File: src/rtl/accum_settings.svh
/*
  bus widths and register map size of the sequence accumulator
  include in any file that sizes a port or selects a register word
*/
`ifndef ACCUM_SETTINGS_SVH
`define ACCUM_SETTINGS_SVH

// axi data bus and register word width
`define ACC_DATA_WIDTH 32

// byte address into the register window
`define ACC_ADDR_WIDTH 7

// first address bit above the byte lanes
`define ACC_WORD_LSB 2

// words 0 to 3 host side, 4 to 7 engine side
`define ACC_NUM_REGS 8

`endif

File: src/rtl/accum_pkg.sv
/*
  types and register index names shared by the accumulator blocks
  referenced by scoped names, compiled before any module
*/
`default_nettype none

`include "accum_settings.svh"

package accum_pkg;

  localparam int count_w = 16;

  typedef logic [`ACC_DATA_WIDTH-1:0] word_t;
  typedef logic [`ACC_ADDR_WIDTH-1:0] axi_addr_t;
  // term count lives in the low half of the count word
  typedef logic [count_w-1:0] count_t;

  // host written words
  localparam int reg_ctrl   = 0;
  localparam int reg_count  = 1;
  localparam int reg_base   = 2;
  localparam int reg_stride = 3;
  // engine written words
  localparam int reg_status = 4;
  localparam int reg_result = 5;
  localparam int reg_runs   = 6;
  localparam int reg_wraps  = 7;

  typedef enum logic {
    st_idle,
    st_run
  } engine_state_t;

endpackage

`default_nettype wire

File: src/rtl/engine_if.sv
/*
  level signals between the register bank and the accumulation engine
  regs side drives the operands, engine side drives status and results
*/
`timescale 1ns/10ps
`default_nettype none

interface engine_if;

  // host to engine
  logic               start;
  accum_pkg::count_t  count;
  accum_pkg::word_t   base;
  accum_pkg::word_t   stride;

  // engine to host
  logic               busy;
  logic               done;
  accum_pkg::word_t   result;
  accum_pkg::word_t   runs;
  accum_pkg::word_t   wraps;

  modport regs (
    output start, count, base, stride,
    input  busy, done, result, runs, wraps
  );

  modport engine (
    input  start, count, base, stride,
    output busy, done, result, runs, wraps
  );

endinterface

`default_nettype wire

File: src/rtl/axi_lite_regs.sv
/*
  axi4-lite slave holding the eight accumulator register words
  one write and one read in flight, fixed latency, always OKAY
*/
`timescale 1ns/10ps
`default_nettype none

`include "accum_settings.svh"

module axi_lite_regs (
  input  wire                          clk,
  input  wire                          xrst,
  input  accum_pkg::axi_addr_t         awaddr,
  input  wire  [2:0]                   awprot,
  input  wire                          awvalid,
  output logic                         awready,
  input  accum_pkg::word_t             wdata,
  input  wire  [`ACC_DATA_WIDTH/8-1:0] wstrb,
  input  wire                          wvalid,
  output logic                         wready,
  output logic                         bvalid,
  input  wire                          bready,
  output logic [1:0]                   bresp,
  input  accum_pkg::axi_addr_t         araddr,
  input  wire  [2:0]                   arprot,
  input  wire                          arvalid,
  output logic                         arready,
  output logic                         rvalid,
  input  wire                          rready,
  output accum_pkg::word_t             rdata,
  output logic [1:0]                   rresp,
  engine_if.regs                       eng
);

  localparam int strb_w    = `ACC_DATA_WIDTH / 8;
  localparam int idx_w     = `ACC_ADDR_WIDTH - `ACC_WORD_LSB;
  localparam int reg_idx_w = $clog2(`ACC_NUM_REGS);
  localparam logic [1:0] resp_okay = 2'b00;

  accum_pkg::word_t     regs [`ACC_NUM_REGS];
  accum_pkg::axi_addr_t wr_addr;
  accum_pkg::axi_addr_t rd_addr;
  logic [idx_w-1:0]     wr_idx;
  logic [idx_w-1:0]     rd_idx;
  logic                 wr_take;
  logic                 wr_en;
  logic                 rd_take;
  logic                 rd_en;

  // first sight of a new transfer, only while no response waits
  assign wr_take = !awready && awvalid && wvalid && !bvalid;
  assign wr_en   = awready && awvalid && wready && wvalid;
  assign rd_take = !arready && arvalid && !rvalid;
  assign rd_en   = arready && arvalid;

  assign wr_idx = wr_addr[`ACC_ADDR_WIDTH-1:`ACC_WORD_LSB];
  assign rd_idx = rd_addr[`ACC_ADDR_WIDTH-1:`ACC_WORD_LSB];

  assign bresp = resp_okay;
  assign rresp = resp_okay;

  // ====================
  // write channel
  // ====================

  // ready pulses for one cycle, address and data together
  always_ff @(posedge clk) begin
    if (!xrst) begin
      awready <= 1'b0;
      wready  <= 1'b0;
    end else begin
      awready <= wr_take;
      wready  <= wr_take;
    end
  end

  always_ff @(posedge clk) begin
    if (wr_take) begin
      wr_addr <= awaddr;
    end
  end

  always_ff @(posedge clk) begin
    if (!xrst) begin
      bvalid <= 1'b0;
    end else if (wr_en) begin
      bvalid <= 1'b1;
    end else if (bready) begin
      bvalid <= 1'b0;
    end
  end

  // ====================
  // read channel
  // ====================

  always_ff @(posedge clk) begin
    if (!xrst) begin
      arready <= 1'b0;
    end else begin
      arready <= rd_take;
    end
  end

  always_ff @(posedge clk) begin
    if (rd_take) begin
      rd_addr <= araddr;
    end
  end

  always_ff @(posedge clk) begin
    if (!xrst) begin
      rvalid <= 1'b0;
    end else if (rd_en) begin
      rvalid <= 1'b1;
    end else if (rready) begin
      rvalid <= 1'b0;
    end
  end

  // unmapped words read as zero
  always_ff @(posedge clk) begin
    if (rd_en) begin
      if (rd_idx < `ACC_NUM_REGS) begin
        rdata <= regs[rd_idx[reg_idx_w-1:0]];
      end else begin
        rdata <= '0;
      end
    end
  end

  // ====================
  // register array
  // ====================

  always_ff @(posedge clk) begin
    if (!xrst) begin
      for (int i = 0; i < `ACC_NUM_REGS; i++) begin
        regs[i] <= '0;
      end
    end else if (wr_en) begin
      if (wr_idx < `ACC_NUM_REGS) begin
        for (int b = 0; b < strb_w; b++) begin
          if (wstrb[b]) begin
            regs[wr_idx[reg_idx_w-1:0]][b*8 +: 8] <= wdata[b*8 +: 8];
          end
        end
      end
    end else begin
      // engine side words follow the engine when the bus is quiet
      regs[accum_pkg::reg_status] <= {{(`ACC_DATA_WIDTH-2){1'b0}}, eng.done, eng.busy};
      regs[accum_pkg::reg_result] <= eng.result;
      regs[accum_pkg::reg_runs]   <= eng.runs;
      regs[accum_pkg::reg_wraps]  <= eng.wraps;
    end
  end

  assign eng.start  = regs[accum_pkg::reg_ctrl][0];
  assign eng.count  = regs[accum_pkg::reg_count][accum_pkg::count_w-1:0];
  assign eng.base   = regs[accum_pkg::reg_base];
  assign eng.stride = regs[accum_pkg::reg_stride];

  // ====================
  // handshake checks
  // ====================

  a_bvalid_hold: assert property (@(posedge clk) disable iff (!xrst)
    bvalid && !bready |=> bvalid);

  a_rvalid_hold: assert property (@(posedge clk) disable iff (!xrst)
    rvalid && !rready |=> rvalid && $stable(rdata));

  // ready only answers a pair of valids already seen
  a_wready_valids: assert property (@(posedge clk) disable iff (!xrst)
    (awready || wready) |-> awvalid && wvalid);

  // host keeps a pending request steady, prot included
  a_aw_steady: assert property (@(posedge clk) disable iff (!xrst)
    awvalid && !awready |=> awvalid && $stable({awaddr, awprot}));

  a_ar_steady: assert property (@(posedge clk) disable iff (!xrst)
    arvalid && !arready |=> arvalid && $stable({araddr, arprot}));

endmodule

`default_nettype wire

File: src/rtl/seq_accum.sv
/*
  arithmetic sequence accumulator started by a rising start level
  sums count terms of base + k*stride, counts carries out of the msb
*/
`timescale 1ns/10ps
`default_nettype none

module seq_accum (
  input  wire     clk,
  input  wire     xrst,
  engine_if.engine eng
);

  accum_pkg::engine_state_t           state;
  logic                               start_q;
  logic                               start_rise;
  logic                               done;
  accum_pkg::count_t                  remaining;
  accum_pkg::word_t                   term;
  accum_pkg::word_t                   stride_q;
  accum_pkg::word_t                   acc;
  accum_pkg::word_t                   runs;
  accum_pkg::word_t                   wraps;
  logic [$bits(accum_pkg::word_t):0]  sum_next;

  // start edge only counts while idle
  assign start_rise = eng.start && !start_q;

  // top bit is the carry out of this term
  assign sum_next = {1'b0, acc} + {1'b0, term};

  // ====================
  // state and results
  // ====================

  always_ff @(posedge clk) begin
    if (!xrst) begin
      state   <= accum_pkg::st_idle;
      start_q <= 1'b0;
      done    <= 1'b0;
      acc     <= '0;
      runs    <= '0;
      wraps   <= '0;
    end else begin
      start_q <= eng.start;
      case (state)
        accum_pkg::st_idle: begin
          if (start_rise) begin
            acc <= '0;
            // empty run finishes on the start edge
            if (eng.count == '0) begin
              done <= 1'b1;
              runs <= runs + 1'b1;
            end else begin
              done  <= 1'b0;
              state <= accum_pkg::st_run;
            end
          end
        end
        accum_pkg::st_run: begin
          acc <= sum_next[$bits(accum_pkg::word_t)-1:0];
          if (sum_next[$bits(accum_pkg::word_t)]) begin
            wraps <= wraps + 1'b1;
          end
          if (remaining == accum_pkg::count_t'(1)) begin
            state <= accum_pkg::st_idle;
            done  <= 1'b1;
            runs  <= runs + 1'b1;
          end
        end
        default: state <= accum_pkg::st_idle;
      endcase
    end
  end

  // ====================
  // operand stepping
  // ====================

  always_ff @(posedge clk) begin
    if (state == accum_pkg::st_idle && start_rise) begin
      remaining <= eng.count;
      term      <= eng.base;
      stride_q  <= eng.stride;
    end else if (state == accum_pkg::st_run) begin
      remaining <= remaining - 1'b1;
      term      <= term + stride_q;
    end
  end

  assign eng.busy   = (state == accum_pkg::st_run);
  assign eng.done   = done;
  assign eng.result = acc;
  assign eng.runs   = runs;
  assign eng.wraps  = wraps;

  a_busy_done: assert property (@(posedge clk) disable iff (!xrst)
    !(eng.busy && eng.done));

endmodule

`default_nettype wire

File: src/rtl/accum_top.sv
/*
  sequence accumulator top with a plain axi4-lite slave port
  register bank feeds the engine over the engine bundle
*/
`timescale 1ns/10ps
`default_nettype none

`include "accum_settings.svh"

module accum_top (
  input  wire                          clk,
  input  wire                          xrst,
  input  accum_pkg::axi_addr_t         awaddr,
  input  wire  [2:0]                   awprot,
  input  wire                          awvalid,
  output wire                          awready,
  input  accum_pkg::word_t             wdata,
  input  wire  [`ACC_DATA_WIDTH/8-1:0] wstrb,
  input  wire                          wvalid,
  output wire                          wready,
  output wire                          bvalid,
  input  wire                          bready,
  output wire  [1:0]                   bresp,
  input  accum_pkg::axi_addr_t         araddr,
  input  wire  [2:0]                   arprot,
  input  wire                          arvalid,
  output wire                          arready,
  output wire                          rvalid,
  input  wire                          rready,
  output accum_pkg::word_t             rdata,
  output wire  [1:0]                   rresp
);

  engine_if eng_bus ();

  axi_lite_regs u_regs (
    .clk     (clk),
    .xrst    (xrst),
    .awaddr  (awaddr),
    .awprot  (awprot),
    .awvalid (awvalid),
    .awready (awready),
    .wdata   (wdata),
    .wstrb   (wstrb),
    .wvalid  (wvalid),
    .wready  (wready),
    .bvalid  (bvalid),
    .bready  (bready),
    .bresp   (bresp),
    .araddr  (araddr),
    .arprot  (arprot),
    .arvalid (arvalid),
    .arready (arready),
    .rvalid  (rvalid),
    .rready  (rready),
    .rdata   (rdata),
    .rresp   (rresp),
    .eng     (eng_bus.regs)
  );

  seq_accum u_engine (
    .clk  (clk),
    .xrst (xrst),
    .eng  (eng_bus.engine)
  );

endmodule

`default_nettype wire

File: config.mk
export PLATFORM = sky130hd
export DESIGN_NAME = accum_top
export DESIGN_NICKNAME = d
export VERILOG_FILES = /design/src/rtl/accum_pkg.sv /design/src/rtl/engine_if.sv /design/src/rtl/axi_lite_regs.sv /design/src/rtl/seq_accum.sv /design/src/rtl/accum_top.sv
export VERILOG_INCLUDE_DIRS = /design/src /design/src/rtl
export SDC_FILE = /design/constraint.sdc
export NUM_CORES = 1
export LEC_CHECK = 0
export ABC_AREA = 1
export BUFFER_PORTS_ARGS = -buffer_cell sky130_fd_sc_hd__buf_2
export CORE_UTILIZATION = 55
export DETAILED_ROUTE_END_ITERATION = 10
export PLACE_DENSITY_LB_ADDON = 0.08
export SYNTH_ARGS = -nofsm -noshare
export SYNTH_HDL_FRONTEND = slang
export SYNTH_SLANG_ARGS = --single-unit
File: constraint.sdc
create_clock -name clk -period 3.9 [get_ports clk]
set_input_delay 0.195 -clock clk [delete_from_list [all_inputs] [get_ports clk]]
set_output_delay 0.195 -clock clk [all_outputs]
set_load 0.01 [all_outputs]
# After elaboration in Yosys (flattened, before gate mapping)
# Memory sizes are Yosys's and may differ from the RTL's. A register that Yosys moved wholly into a read port is not among the register bits.
# Cells that the tools add are included.
[classes] n_lt_le_gt_ge=2 eq_ne=4 n_mux=53 n_addsub=5 bitwise_logic=5 reduce_logical=25
[op_table] op="32-bit two-way mux" n=11
[op_table] op="32-bit one-hot mux with 2 select lines" n=2
[op_table] op="32-bit by 1-bit adder with 32-bit output, second input constant" n=2
[op_table] op="1-bit two-way mux" n=34
[op_table] op="32-bit by 32-bit adder with 33-bit output" n=1
[op_table] op="32-bit adder" n=1
[op_table] op="16-bit two-way mux" n=2
[op_table] op="32-bit OR reduction" n=1
[op_table] op="16-bit by 1-bit equality test with 1-bit output, second input constant" n=1
[op_table] op="16-bit logical NOT" n=1
[op_table] op="16-bit by 1-bit subtractor with 16-bit output, second input constant" n=1
[op_table] op="1-bit logical AND" n=11
[op_table] op="5-bit by 4-bit < comparator with 1-bit output, second input constant" n=2
[op_table] op="1-bit logical NOT" n=6
[op_table] op="2-bit nonzero test" n=3
[op_table] op="4-bit two-way mux" n=1
[op_table] op="2-bit by 1-bit != test with 1-bit output, second input constant" n=2
[op_table] op="1-bit bitwise OR" n=4
[op_table] op="1-bit one-hot mux with 2 select lines" n=2
[op_table] op="2-bit AND reduction" n=2
[op_table] op="3-bit two-way mux" n=1
[op_table] op="3-bit AND reduction" n=1
[op_table] op="2-bit != test, second input constant" n=1
[op_table] op="1-bit inverter" n=1
[totals] n_memories=1 mem_bits_rw=256 regBits=165 output_inout_bits=41 wordCells=109
[mem_list] memory="u_regs.regs" words=8 word_bits=32 read_ports=5 rd_clocked_by_memory_dff=2 write_ports=8 line_no="axi_lite_regs.sv:40" text="accum_pkg::word_t regs [`ACC_NUM_REGS];"

# Depth between registers and ports, before layout
# Gate-level depths: netlist of the first run.
[logic_depth] word_depth=8 mapped_depth=16 ltp_nobuf=16

# By module
# A second synthesis of the first run with hierarchy kept.
[hier_totals] hier_cells=3723 area_unflattened_um2=28104.5
[modules_own_cells] mod="axi_lite_regs" area_per_inst_um2=15224.6 n_inst=1 seq_area_each_um2=9028.7 cells_per_inst=1794
[modules_own_cells] mod="seq_accum" area_per_inst_um2=12879.9 n_inst=1 seq_area_each_um2=4384.2 cells_per_inst=1929

# Least setup slack after synthesis of the first run
# Ideal clock, no wire load.
[synth_timing] kind="register to register" startpoint="memory u_regs.regs[0][0] (netlist bit)" endpoint="register u_engine.runs[28], in the netlist u_engine.eng.runs[28]" arrival_ns=2.278 slack_ns=1.551 synth_period_minus_slack_ns=2.349 setup_time_ns=0.070 stages_incl_launch_ff=8 path_cell_list="edfxtp_1 > nand2_1 > nand2_1 > nand3_2 > inv_2 > buf_4 > nand2_1 > a21oi_1"
[synth_lines] element="start: declaration" line_no="axi_lite_regs.sv:40"
[synth_lines] element="end signal: assignment" line_no="seq_accum.sv:53" text="runs <= runs + 1'b1;"
[synth_lines] element="end signal: assignment" line_no="seq_accum.sv:68" text="runs <= runs + 1'b1;"
[synth_lines] element="end: declaration" line_no="seq_accum.sv:22" text="accum_pkg::word_t runs;"

==> results.py, run 1 <==
metrics = {
    "hold_path": {
        "hp-class": "in2reg",
        "min_from": "wdata[27]",
        "min_path_cells": 3,
    },
    "routing": {
        "num_vias": 22780,
        "route.detailed.drc": 0,
        "wl_met3_mm": 7.078,
        "dr.first_iter.drc_count": 2579,
        "drt_wl_total_mm": 81.33,
        "antenna_left": 0,
        "wl_met2_mm": 36.87,
        "wl_met1_mm": 34.80,
        "highest_layer": "met4",
        "wire_per_inst_um": 20.85,
        "viasPerCell": 5.840,
        "firstDrtPassIters": 6,
    },
    "critical_path": {
        "worstSetupStartpointType": "register",
        "crit_start": "u_regs.awready$_SDFF_PN0_",
        "cp.arrival_ps": 3260,
        "crit_path_end_kind": "register",
        "r2r-start": "u_regs.awready$_SDFF_PN0_",
        "r2r_cells": 6,
        "critPathRequiredTime_ps": 4170,
        "cp_max_fo": 34,
        "path_class": "reg2reg",
    },
    "timing": {
        "setup_violations": 0,
        "finClkSkew_ps": 27.43,
        "slew_viol_final": 0,
        "fin_crit_ps": 2991,
        "worst_pin_slew_ps": 1221,
        "hold_violations": 0,
        "max_freq_ghz": 0.3343,
        "fin_setup_tns_ps": 0,
        "fin_crit_sh_pct": 76.70,
        "rsz0062_at_grt": "false",
        "slew_headroom_pct": 18.16,
    },
    "die": {
        "fp-row-count": 79,
        "initial_utilization_pct": 56.21,
        "die_w_um": 221.1,
        "dieArea_sq_um": 48860,
        "die_h_um": 221.1,
        "core_sq_um": 46950,
        "ios": 104,
    },
    "power": {
        "ir_drop_v": 0.0004798,
        "pwr_density_cell_nw_per_um2": 434.7,
        "p_leak_nw": 12.13,
    },
    "final_layout": {
        "drive_above_1_share_pct": 7.382,
        "nets": 3384,
        "fillerInstances": 4123,
        "fin_util_pct": 61.88,
        "areaGrowthSynthToFinish_pct": 10.09,
    },
    "yosys": {
        "syn_area_sq_um": 26390,
        "yosys_warnings": 0,
        "synth_ff_type": "edfxtp_1",
        "synth-edff-count": 378,
        "syn_area_per_cell_sq_um": 8.250,
        "synthesis.instances": 3199,
        "async_flop_share_pct": 0,
        "ys_types": 48,
        "ys_seq_area_share_pct": 50.82,
        "ys_ff_latch": 481,
    },
    "place": {
        "dp_hpwl_mm": 59.22,
        "io_buffers": 89,
        "routabilityCongestion": 0.9865,
    },
    "global_routing": {
        "grt_first_pass_wirelength_mm": 122.9,
        "overflow": 0,
        "grt_max_degree": 145,
        "grt_pass1_vias": 21350,
        "global_route.usage.total_pct": 32.92,
        "antenna_found_initial": 2,
    },
    "clock_network": {
        "hold_buffers": 15,
        "clock-sinks": 481,
        "cts-root-buf": "clkbuf_16",
        "clk_latency_ps": 620,
        "cts-resized-gates": 0,
        "ctsHtreeMaxLevel": 2,
        "cts.clk_slew.worst_paths_ps": 70,
        "postCtsSetupBuffers": 0,
        "clock_path_buffers": 3,
        "cts_tree": "done",
        "cts_made_buffers": 52,
    },
    "job": {
        "cap_violations": 0,
    },
    "outcome": {
        "status": "finished, final reports clean",
    },
}
[layout by cell type, fill, tap and decap left out, types with 38 or more instances in the layout]
master       n
clkbuf_16   55
buf_2       88
a31oi_1     40
a21oi_1    172
dfxtp_1    102
nand2_1    724
inv_1      272
xor2_1      38
ha_1        67
edfxtp_1   378
nor2_1     497
nand3_1    226
o21ai_0    285
[path summary, 6_finish.rpt]
path	slack, ps	to
setup / recovery	910	u_regs.regs[0][2]$_SDFFCE_PN0P_
hold / removal	50	u_regs.regs[2][27]$_SDFFCE_PN0P_
setup reg to reg	910	u_regs.regs[0][2]$_SDFFCE_PN0P_
hold reg to reg	450	u_engine.stride_q[12]$_DFFE_PP_
[area by class of cell]
type,instances,area [sq um],area share (%)
timing repair buffer,122,758.2,2.610
clock buffer,69,1460,5.026
clock inverter,25,249.0,0.8570
multi-input combinational,2314,11350,39.06
antenna,2,5.005,0.01723
inverter,281,1059,3.643
tap,607,759.5,2.614
sequential,481,13410,46.17
[cells by family after synthesis]
logic type | Yosys count | share of synthesized area (%)
DFF | 481 | 50.82
buffers and inverters | 407 | 6.320
xor gates and xnor gates | 72 | 2.390
and+or+nand+nor | 1587 | 25.54
AOI/OAI and AO/OA | 582 | 11.58
adders and majority gates | 69 | 3.328
other | 1 | 0.01421
[cell usage after synthesis, types with 3 or more instances]
cell type	instances	area share, %
nand3_1	226	4.3
ha_1	67	3.2
inv_2	4	0.057
and2_1	3	0.071
nand2_1	725	10
buf_4	8	0.23
a31oi_1	40	0.95
o21ai_1	31	0.59
clkinv_1	3	0.043
nand4_1	25	0.59
nor2_8	5	0.38
inv_1	273	3.9
o21bai_1	7	0.20
nor4_1	5	0.12
nand2_4	9	0.38
nand3b_1	17	0.48
or2_2	6	0.14
edfxtp_1	378	43
o21ai_0	285	5.4
a21oi_1	172	3.3
xor2_1	38	1.3
o22ai_1	35	0.83
nor2_1	499	7.1
nand2_2	15	0.36
a21o_1	4	0.11
nor3b_1	3	0.085
dfxtp_1	103	7.8
buf_1	12	0.17
buf_2	20	0.38
xnor2_1	34	1.1
clkbuf_1	75	1.1
nand3_2	4	0.15
nor3_1	35	0.66
buf_6	11	0.47
nor2_2	3	0.071
[metal layers]
metal,track usage [%],up-vias
met5,0,-
met4,10.99,0
met3,4.169,142
met2,52.76,1031
met1,46.40,10730
li1,-,10880
[through the flow]
stage / instance area (sq um) / hold WS [ps] / worst slack [ps] / power, mW / std cells
global placement: 27190 / 372.9 / 1038 / 7.674 / 3790
global route: 29050 / 67.38 / 792.1 / 13.05 / 3899
detailed placement: 27190 / 374.0 / 941.2 / 7.700 / 3790
finish: 29050 / 48.39 / 908.7 / 12.63 / 3901
floorplan: 26400 / 293.9 / 1551 / 7.139 / 3202
CTS: 29050 / 23.46 / 903.9 / 12.61 / 3899
[worst max-delay path, cell delays in order, from the launching register on]
cell,delay (ps)
dfxtp_1,430
nand3_4,470
nor2_8,550
inv_4,190
nor2_8,320
nand2_1,280
nand2_1,380
[registers in the layout (all words and copies together) (netlist names), 16 cells and up]
name                 flops
u_regs.rdata            32
u_engine.eng.wraps      32
u_engine.eng.runs       32
u_engine.eng.result     32
u_regs.regs            256
u_engine.term           32
u_engine.remaining      16
u_engine.stride_q       32
[where the power goes]
part / leakage (nW) / total (mW) / switching, mW / internal (mW)
combinational: 6.38 / 1.76 / 1.23 / 0.531
sequential: 4.91 / 5.89 / 0.156 / 5.73
clock: 0.838 / 4.98 / 2.08 / 2.89
(Power assumes the default switching activity.)
==> run 2, diff against run 1 <==
- clock period: 3.9 -> 2.6 ns (I/O delays scaled with it)
==> run 2 against run 1 <==
Non-clock buffer count is 50 higher. Sequential share of layout area decreased by 0.82 points. Total power increased by 52%. Register-to-register slack got worse by 690 ps. Setup slack worse by 690 ps. Global-route usage is 0.52 points higher. Combinational power is 53% higher. Cell count rose by 1.3%. Fmax increased by 26%. Via count up 1.4%. Clock-buffer cell count decreased by 3. Hold slack lost 17 ps.
==> results.py, run 2 (synthesis results as in run 1) <==
metrics = {
    "outcome": {
        "status": "finished, final reports clean",
    },
    "clock_network": {
        "ctsHtreeMaxLevel": 2,
        "cts-root-buf": "clkbuf_16",
        "clock_path_buffers": 3,
        "postCtsSetupBuffers": 0,
        "clock-sinks": 481,
        "clk_latency_ps": 620,
        "cts_tree": "done",
        "cts_made_buffers": 51,
        "cts.clk_slew.worst_paths_ps": 60,
    },
    "routing": {
        "firstDrtPassIters": 6,
        "route.detailed.drc": 0,
        "wire_per_inst_um": 20.89,
        "dr.first_iter.drc_count": 2467,
        "antenna_left": 0,
        "num_vias": 23100,
        "drt_wl_total_mm": 82.53,
        "viasPerCell": 5.846,
    },
    "global_routing": {
        "global_route.usage.total_pct": 33.43,
        "grt_max_degree": 120,
        "antenna_found_initial": 1,
        "grt_pass1_vias": 21320,
        "grt_first_pass_wirelength_mm": 124.9,
        "overflow": 0,
    },
    "final_layout": {
        "most-common-layout-cells": "724 x nand2_1, 497 x nor2_1, 378 x edfxtp_1",
        "largest-register": "u_regs.regs",
        "areaGrowthSynthToFinish_pct": 12.08,
        "final_common_cell": "nand2_1",
        "nets": 3433,
        "largest_register_ffs": 256,
        "drive_above_1_share_pct": 8.672,
        "fin_area_sq_um": 29580,
        "n_antenna_cell": 0,
    },
    "timing": {
        "fin_crit_sh_pct": 91.41,
        "finClkSkew_ps": 31.61,
        "rsz0062_at_grt": "false",
        "worst_pin_slew_ps": 960.3,
        "max_freq_ghz": 0.4208,
        "fin_crit_ps": 2377,
        "fin_setup_tns_ps": 0,
        "slew_viol_final": 0,
        "hold_violations": 0,
        "slew_headroom_pct": 35.59,
        "setup_violations": 0,
    },
    "die": {
        "ios": 104,
        "core_sq_um": 46950,
        "die_h_um": 221.1,
        "die_w_um": 221.1,
        "fp-row-count": 79,
        "dieArea_sq_um": 48860,
        "initial_utilization_pct": 56.21,
    },
    "place": {
        "place_area_sq_um": 27610,
        "io_buffers": 89,
        "dp_hpwl_mm": 60.95,
        "routabilityCongestion": 1.015,
    },
    "critical_path": {
        "cp_common_cell": "nand2_1",
        "worstSetupStartpointType": "register",
        "crit_chain": "ha_1 -> nand2_1 -> nor2_1 -> nand3_1 -> nand2_1 -> nand2_1 -> nand2_1 -> nand2_1 -> nand2_1 -> nand2_1 -> nand3_1 -> a21oi_1",
        "r2r-start": "u_engine.term[6]$_DFFE_PP_",
        "critPathRequiredTime_ps": 3050,
        "r2r_end": "u_engine.eng.result[31]$_SDFFE_PN0P_",
        "reg2reg_slack_ps": 220,
        "slowest_stage": "edfxtp_1",
        "crit_end": "u_engine.eng.result[31]$_SDFFE_PN0P_",
        "cp_max_fo": 5,
        "r2r_cells": 12,
        "critical_path.max_stage_delay_ps": 470,
        "cp.arrival_ps": 2830,
        "crit_start": "u_engine.term[6]$_DFFE_PP_",
        "path_class": "reg2reg",
        "crit_path_end_kind": "register",
    },
    "power": {
        "p_leak_nw": 12.40,
        "ir_drop_v": 0.0006784,
        "pwr_density_cell_nw_per_um2": 647.8,
    },
    "job": {
        "cap_violations": 0,
    },
    "hold_path": {
        "hp-class": "in2reg",
    },
}
==> run 2: cell types whose count changed in the layout (fill, tap and decap cells not counted), sizes merged <==
cell | previous run | this run
buf | 107 | 151
dlygate4sd3 | 15 | 21
bufinv | 4 | 7
clkbuf | 69 | 66
clkinvlp | 0 | 3
diode | 2 | 0
clkinv | 22 | 21
==> run 2: how the worst min path moves through the flow <==
stage | startpoint | endpoint | slack, ps | cells after the start
after floorplan | araddr[2] | u_regs.rd_addr[2]$_DFFE_PP_ | 230 | 0
after global placement | araddr[2] | u_regs.rd_addr[2]$_DFFE_PP_ | 310 | 1
after detailed placement | awaddr[4] | u_regs.wr_addr[4]$_DFFE_PP_ | 310 | 1
after CTS | wdata[24] | u_regs.regs[3][24]$_SDFFCE_PN0P_ | 7 | 3
after global routing | wdata[29] | u_regs.regs[1][29]$_SDFFCE_PN0P_ | 30 | 3
final | wdata[24] | u_regs.regs[3][24]$_SDFFCE_PN0P_ | 30 | 3
==> run 2: power by group <==
group / switching, mW / internal [mW] / leakage, nW
Combinational: 1.84 / 0.851 / 6.65
Sequential: 0.244 / 8.60 / 4.91
Clock: 3.19 / 4.44 / 0.840
==> run 2: cell type report <==
| class | instances | area [sq um] |
|---|---|---|
| fill | 4076 | 17370 |
| sequential | 481 | 13410 |
| multi-input combinational | 2314 | 11350 |
| clock buffer | 66 | 1366 |
| timing repair buffer | 172 | 1256 |
| inverter | 281 | 1059 |
| tap | 607 | 759.5 |
| clock inverter | 30 | 370.4 |
==> run 2: worst max-delay path: cells and delay by family (launching register included) <==
family                   cells  cell delay (ps)
AND/OR/NAND/NOR             10             1240
AO/OA/AOI/OAI                1               80
adder cells (fa/ha/maj)      1              430
flip-flops                   1              470
==> run 2: stage by stage <==
stage                     setup slack [ps]  power (mW)  hold slack, ps  instances  utilization, %
final                                223.3       19.16           31.06       3951           63.00
after detailed placement             139.0       11.60           308.6       3834           58.80
after floorplan                      251.2       10.71           228.9       3202               -
after global placement               158.5       11.55           307.6       3834           58.80
after CTS                            126.7       19.15           6.864       3951           62.95
after global routing                 33.33       19.81           28.73       3951           63.00
==> run 2: timing repair <==
item,in CTS,in global routing
hold endpoints to repair,36,0
setup endpoints to repair,0,23
resized for setup,0,4
hold buffers,21,0
==> run 2: per-layer routing <==
layer / global-route usage (%) / wire length (um) / up-vias
met5: 0 / 13 / -
met4: 9.745 / 2404 / 2
met3: 5.391 / 7152 / 159
met2: 52.99 / 37230 / 1033
met1: 47.44 / 35730 / 10920
li1: - / - / 10980
==> run 3, diff against run 2 <==
- clock period: 2.6 -> 1.95 ns (I/O delays scaled with it)
==> run 3 against run 2 <==
The flow now finishes with violations (negative setup slack). Core utilization increased by 8.9 points. Critical path depth decreased by 1. Clock-buffer cell count decreased by 6. Final area increased by 14%. Setup slack got worse by 590 ps. Fmax increased by 2.4%. Die area unchanged. Global-route usage increased by 2.3 points. Non-clock buffer count increased by 289. Critical endpoint is now u_engine.term[14]$_DFFE_PP_.
==> results.py, run 3 (synthesis results as in run 1) <==
metrics = {
    "outcome": {
        "status": "complete, but fails checks",
        "violations": "negative setup slack",
    },
    "global_routing": {
        "overflow": 0,
        "global_route.usage.total_pct": 35.76,
        "grt_first_pass_wirelength_mm": 134.0,
        "grt_pass1_vias": 23570,
        "antenna_found_initial": 0,
        "grt_max_degree": 120,
    },
    "final_layout": {
        "largest_register_ffs": 256,
        "final_cells": 4237,
        "largest-register": "u_regs.regs",
        "drive_above_1_share_pct": 26.03,
        "n_antenna_cell": 0,
        "final_common_cell": "nand2_1",
        "fin_util_pct": 71.85,
        "nets": 3721,
        "most-common-layout-cells": "581 x nand2_1, 458 x nor2_1, 378 x edfxtp_1",
        "areaGrowthSynthToFinish_pct": 27.83,
        "fin_area_sq_um": 33730,
    },
    "critical_path": {
        "cp.arrival_ps": 2680,
        "slowest_stage": "edfxtp_1",
        "crit_chain": "ha_2 -> fa_2 -> nand2_1 -> nand3_1 -> nand3_1 -> nand2_1 -> nand3_1 -> nand2_2 -> or2_2 -> nand3_1 -> nand2_1",
        "worstSetupStartpointType": "register",
        "worst-path-buf-inv": 0,
        "cp_max_fo": 4,
        "path_depth": 11,
        "r2r_end": "u_engine.term[14]$_DFFE_PP_",
        "critPathRequiredTime_ps": 2310,
        "critical_path.max_stage_delay_ps": 430,
        "r2r_cells": 11,
        "crit_end": "u_engine.term[14]$_DFFE_PP_",
        "reg2reg_slack_ps": -370,
        "r2r-start": "u_engine.term[0]$_DFFE_PP_",
        "crit_path_end_kind": "register",
        "crit_start": "u_engine.term[0]$_DFFE_PP_",
        "cp_common_cell": "nand3_1",
        "cp_top_family": "simple AND/OR/NAND/NOR gates",
        "path_class": "reg2reg",
    },
    "routing": {
        "route.detailed.drc": 0,
        "firstDrtPassIters": 6,
        "antenna_left": 0,
        "dr.first_iter.drc_count": 3034,
        "num_vias": 25060,
        "drt_wl_total_mm": 90.74,
        "viasPerCell": 5.914,
        "wire_per_inst_um": 21.42,
    },
    "die": {
        "die_h_um": 221.1,
        "initial_utilization_pct": 56.21,
        "dieArea_sq_um": 48860,
        "core_sq_um": 46950,
        "fp-row-count": 79,
        "ios": 104,
        "die_w_um": 221.1,
    },
    "clock_network": {
        "cts_tree": "done",
        "ctsHtreeMaxLevel": 2,
        "clock-sinks": 481,
        "cts_made_buffers": 50,
        "cts-root-buf": "clkbuf_16",
        "clk_latency_ps": 620,
        "cts.clk_slew.worst_paths_ps": 70,
        "clock_path_buffers": 3,
    },
    "place": {
        "io_buffers": 89,
        "routabilityCongestion": 0.9763,
        "dp_hpwl_mm": 63.97,
        "place_area_sq_um": 29430,
        "dp_cells": 4068,
        "place_ws_ps": -363.2,
    },
    "timing": {
        "setup_slack_ps": -371.6,
        "fin_crit_ps": 2322,
        "setup_violations": 83,
        "rsz0062_at_grt": "true",
        "fin_crit_sh_pct": 119.1,
        "hold_violations": 0,
        "slew_viol_final": 0,
        "worst_pin_slew_ps": 1323,
        "finClkSkew_ps": 23.43,
        "max_freq_ghz": 0.4307,
        "fin_setup_tns_ps": -17450,
        "slew_headroom_pct": 11.80,
    },
    "power": {
        "pwr_density_cell_nw_per_um2": 820.2,
        "ir_drop_v": 0.0009492,
        "p_leak_nw": 14.20,
    },
    "hold_path": {
        "hp-class": "in2reg",
    },
    "job": {
        "cap_violations": 0,
    },
}
[run 3: repair_timing]
item                                    CTS  global route
endpoints found under the setup margin   84           268
gates resized for setup                 255           268
buffers inserted                         27            29
endpoints found under the hold margin    40             0
hold buffers                             20             0
cloned                                    1             1
pin swaps                                62            74
[run 3: cell type report]
type                            instances  area [sq um]
Inverter                              281          1064
Timing Repair Buffer                  461          3659
Sequential cell                       481         13420
Clock inverter                         33         377.9
Clock buffer                           60          1299
Multi-Input combinational cell       2314         13160
Tap cell                              607         759.5
Fill cell                            3535         13220
[run 3: per-stage QoR]
| stage | power [mW] | hold WS [ps] |
|---|---|---|
| final | 27.67 | 20.27 |
| after global routing | 28.48 | 15.74 |
| after detailed placement | 16.31 | 275.6 |
| after CTS | 26.81 | 4.165 |
| after global placement | 16.22 | 275.1 |
| after floorplan | 14.28 | 196.4 |
[run 3: layer usage]
metal | global-route usage (%) | part of all wire (%) | vias up
met4 | 11.17 | 3.6 | 0
met1 | 48.57 | 40 | 12030
met3 | 6.719 | 9.9 | 205
met5 | 0 | 0 | -
met2 | 58.10 | 46 | 1265
li1 | - | - | 11560
[run 3: how the worst min path moves through the flow]
| stage | from | endpoint | slack, ps | depth (start not counted) |
|---|---|---|---|---|
| final | wdata[27] | u_regs.regs[0][27]$_SDFFCE_PN0P_ | 20 | 3 |
| after global routing | wdata[15] | u_regs.regs[1][15]$_SDFFCE_PN0P_ | 20 | 3 |
| after CTS | wdata[15] | u_regs.regs[1][15]$_SDFFCE_PN0P_ | 4 | 3 |
| after detailed placement | araddr[6] | u_regs.rd_addr[6]$_DFFE_PP_ | 280 | 1 |
| after global placement | araddr[4] | u_regs.rd_addr[4]$_DFFE_PP_ | 280 | 1 |
| after floorplan | araddr[2] | u_regs.rd_addr[2]$_DFFE_PP_ | 200 | 0 |
[run 3: worst register-to-register path, cell delays in order (launching register included)]
cell and delay (ps):
edfxtp_1 430, ha_2 230, fa_2 360, nand2_1 130, nand3_1 100, nand3_1 100
nand2_1 80, nand3_1 120, nand2_2 100, or2_2 290, nand3_1 80, nand2_1 50
[run 3: where the power goes]
part	leakage, nW	internal (mW)	total (mW)	switching (mW)
clock network	0.808	5.71	9.96	4.26
registers	4.91	11.5	11.8	0.335
logic	8.48	2.50	5.91	3.41
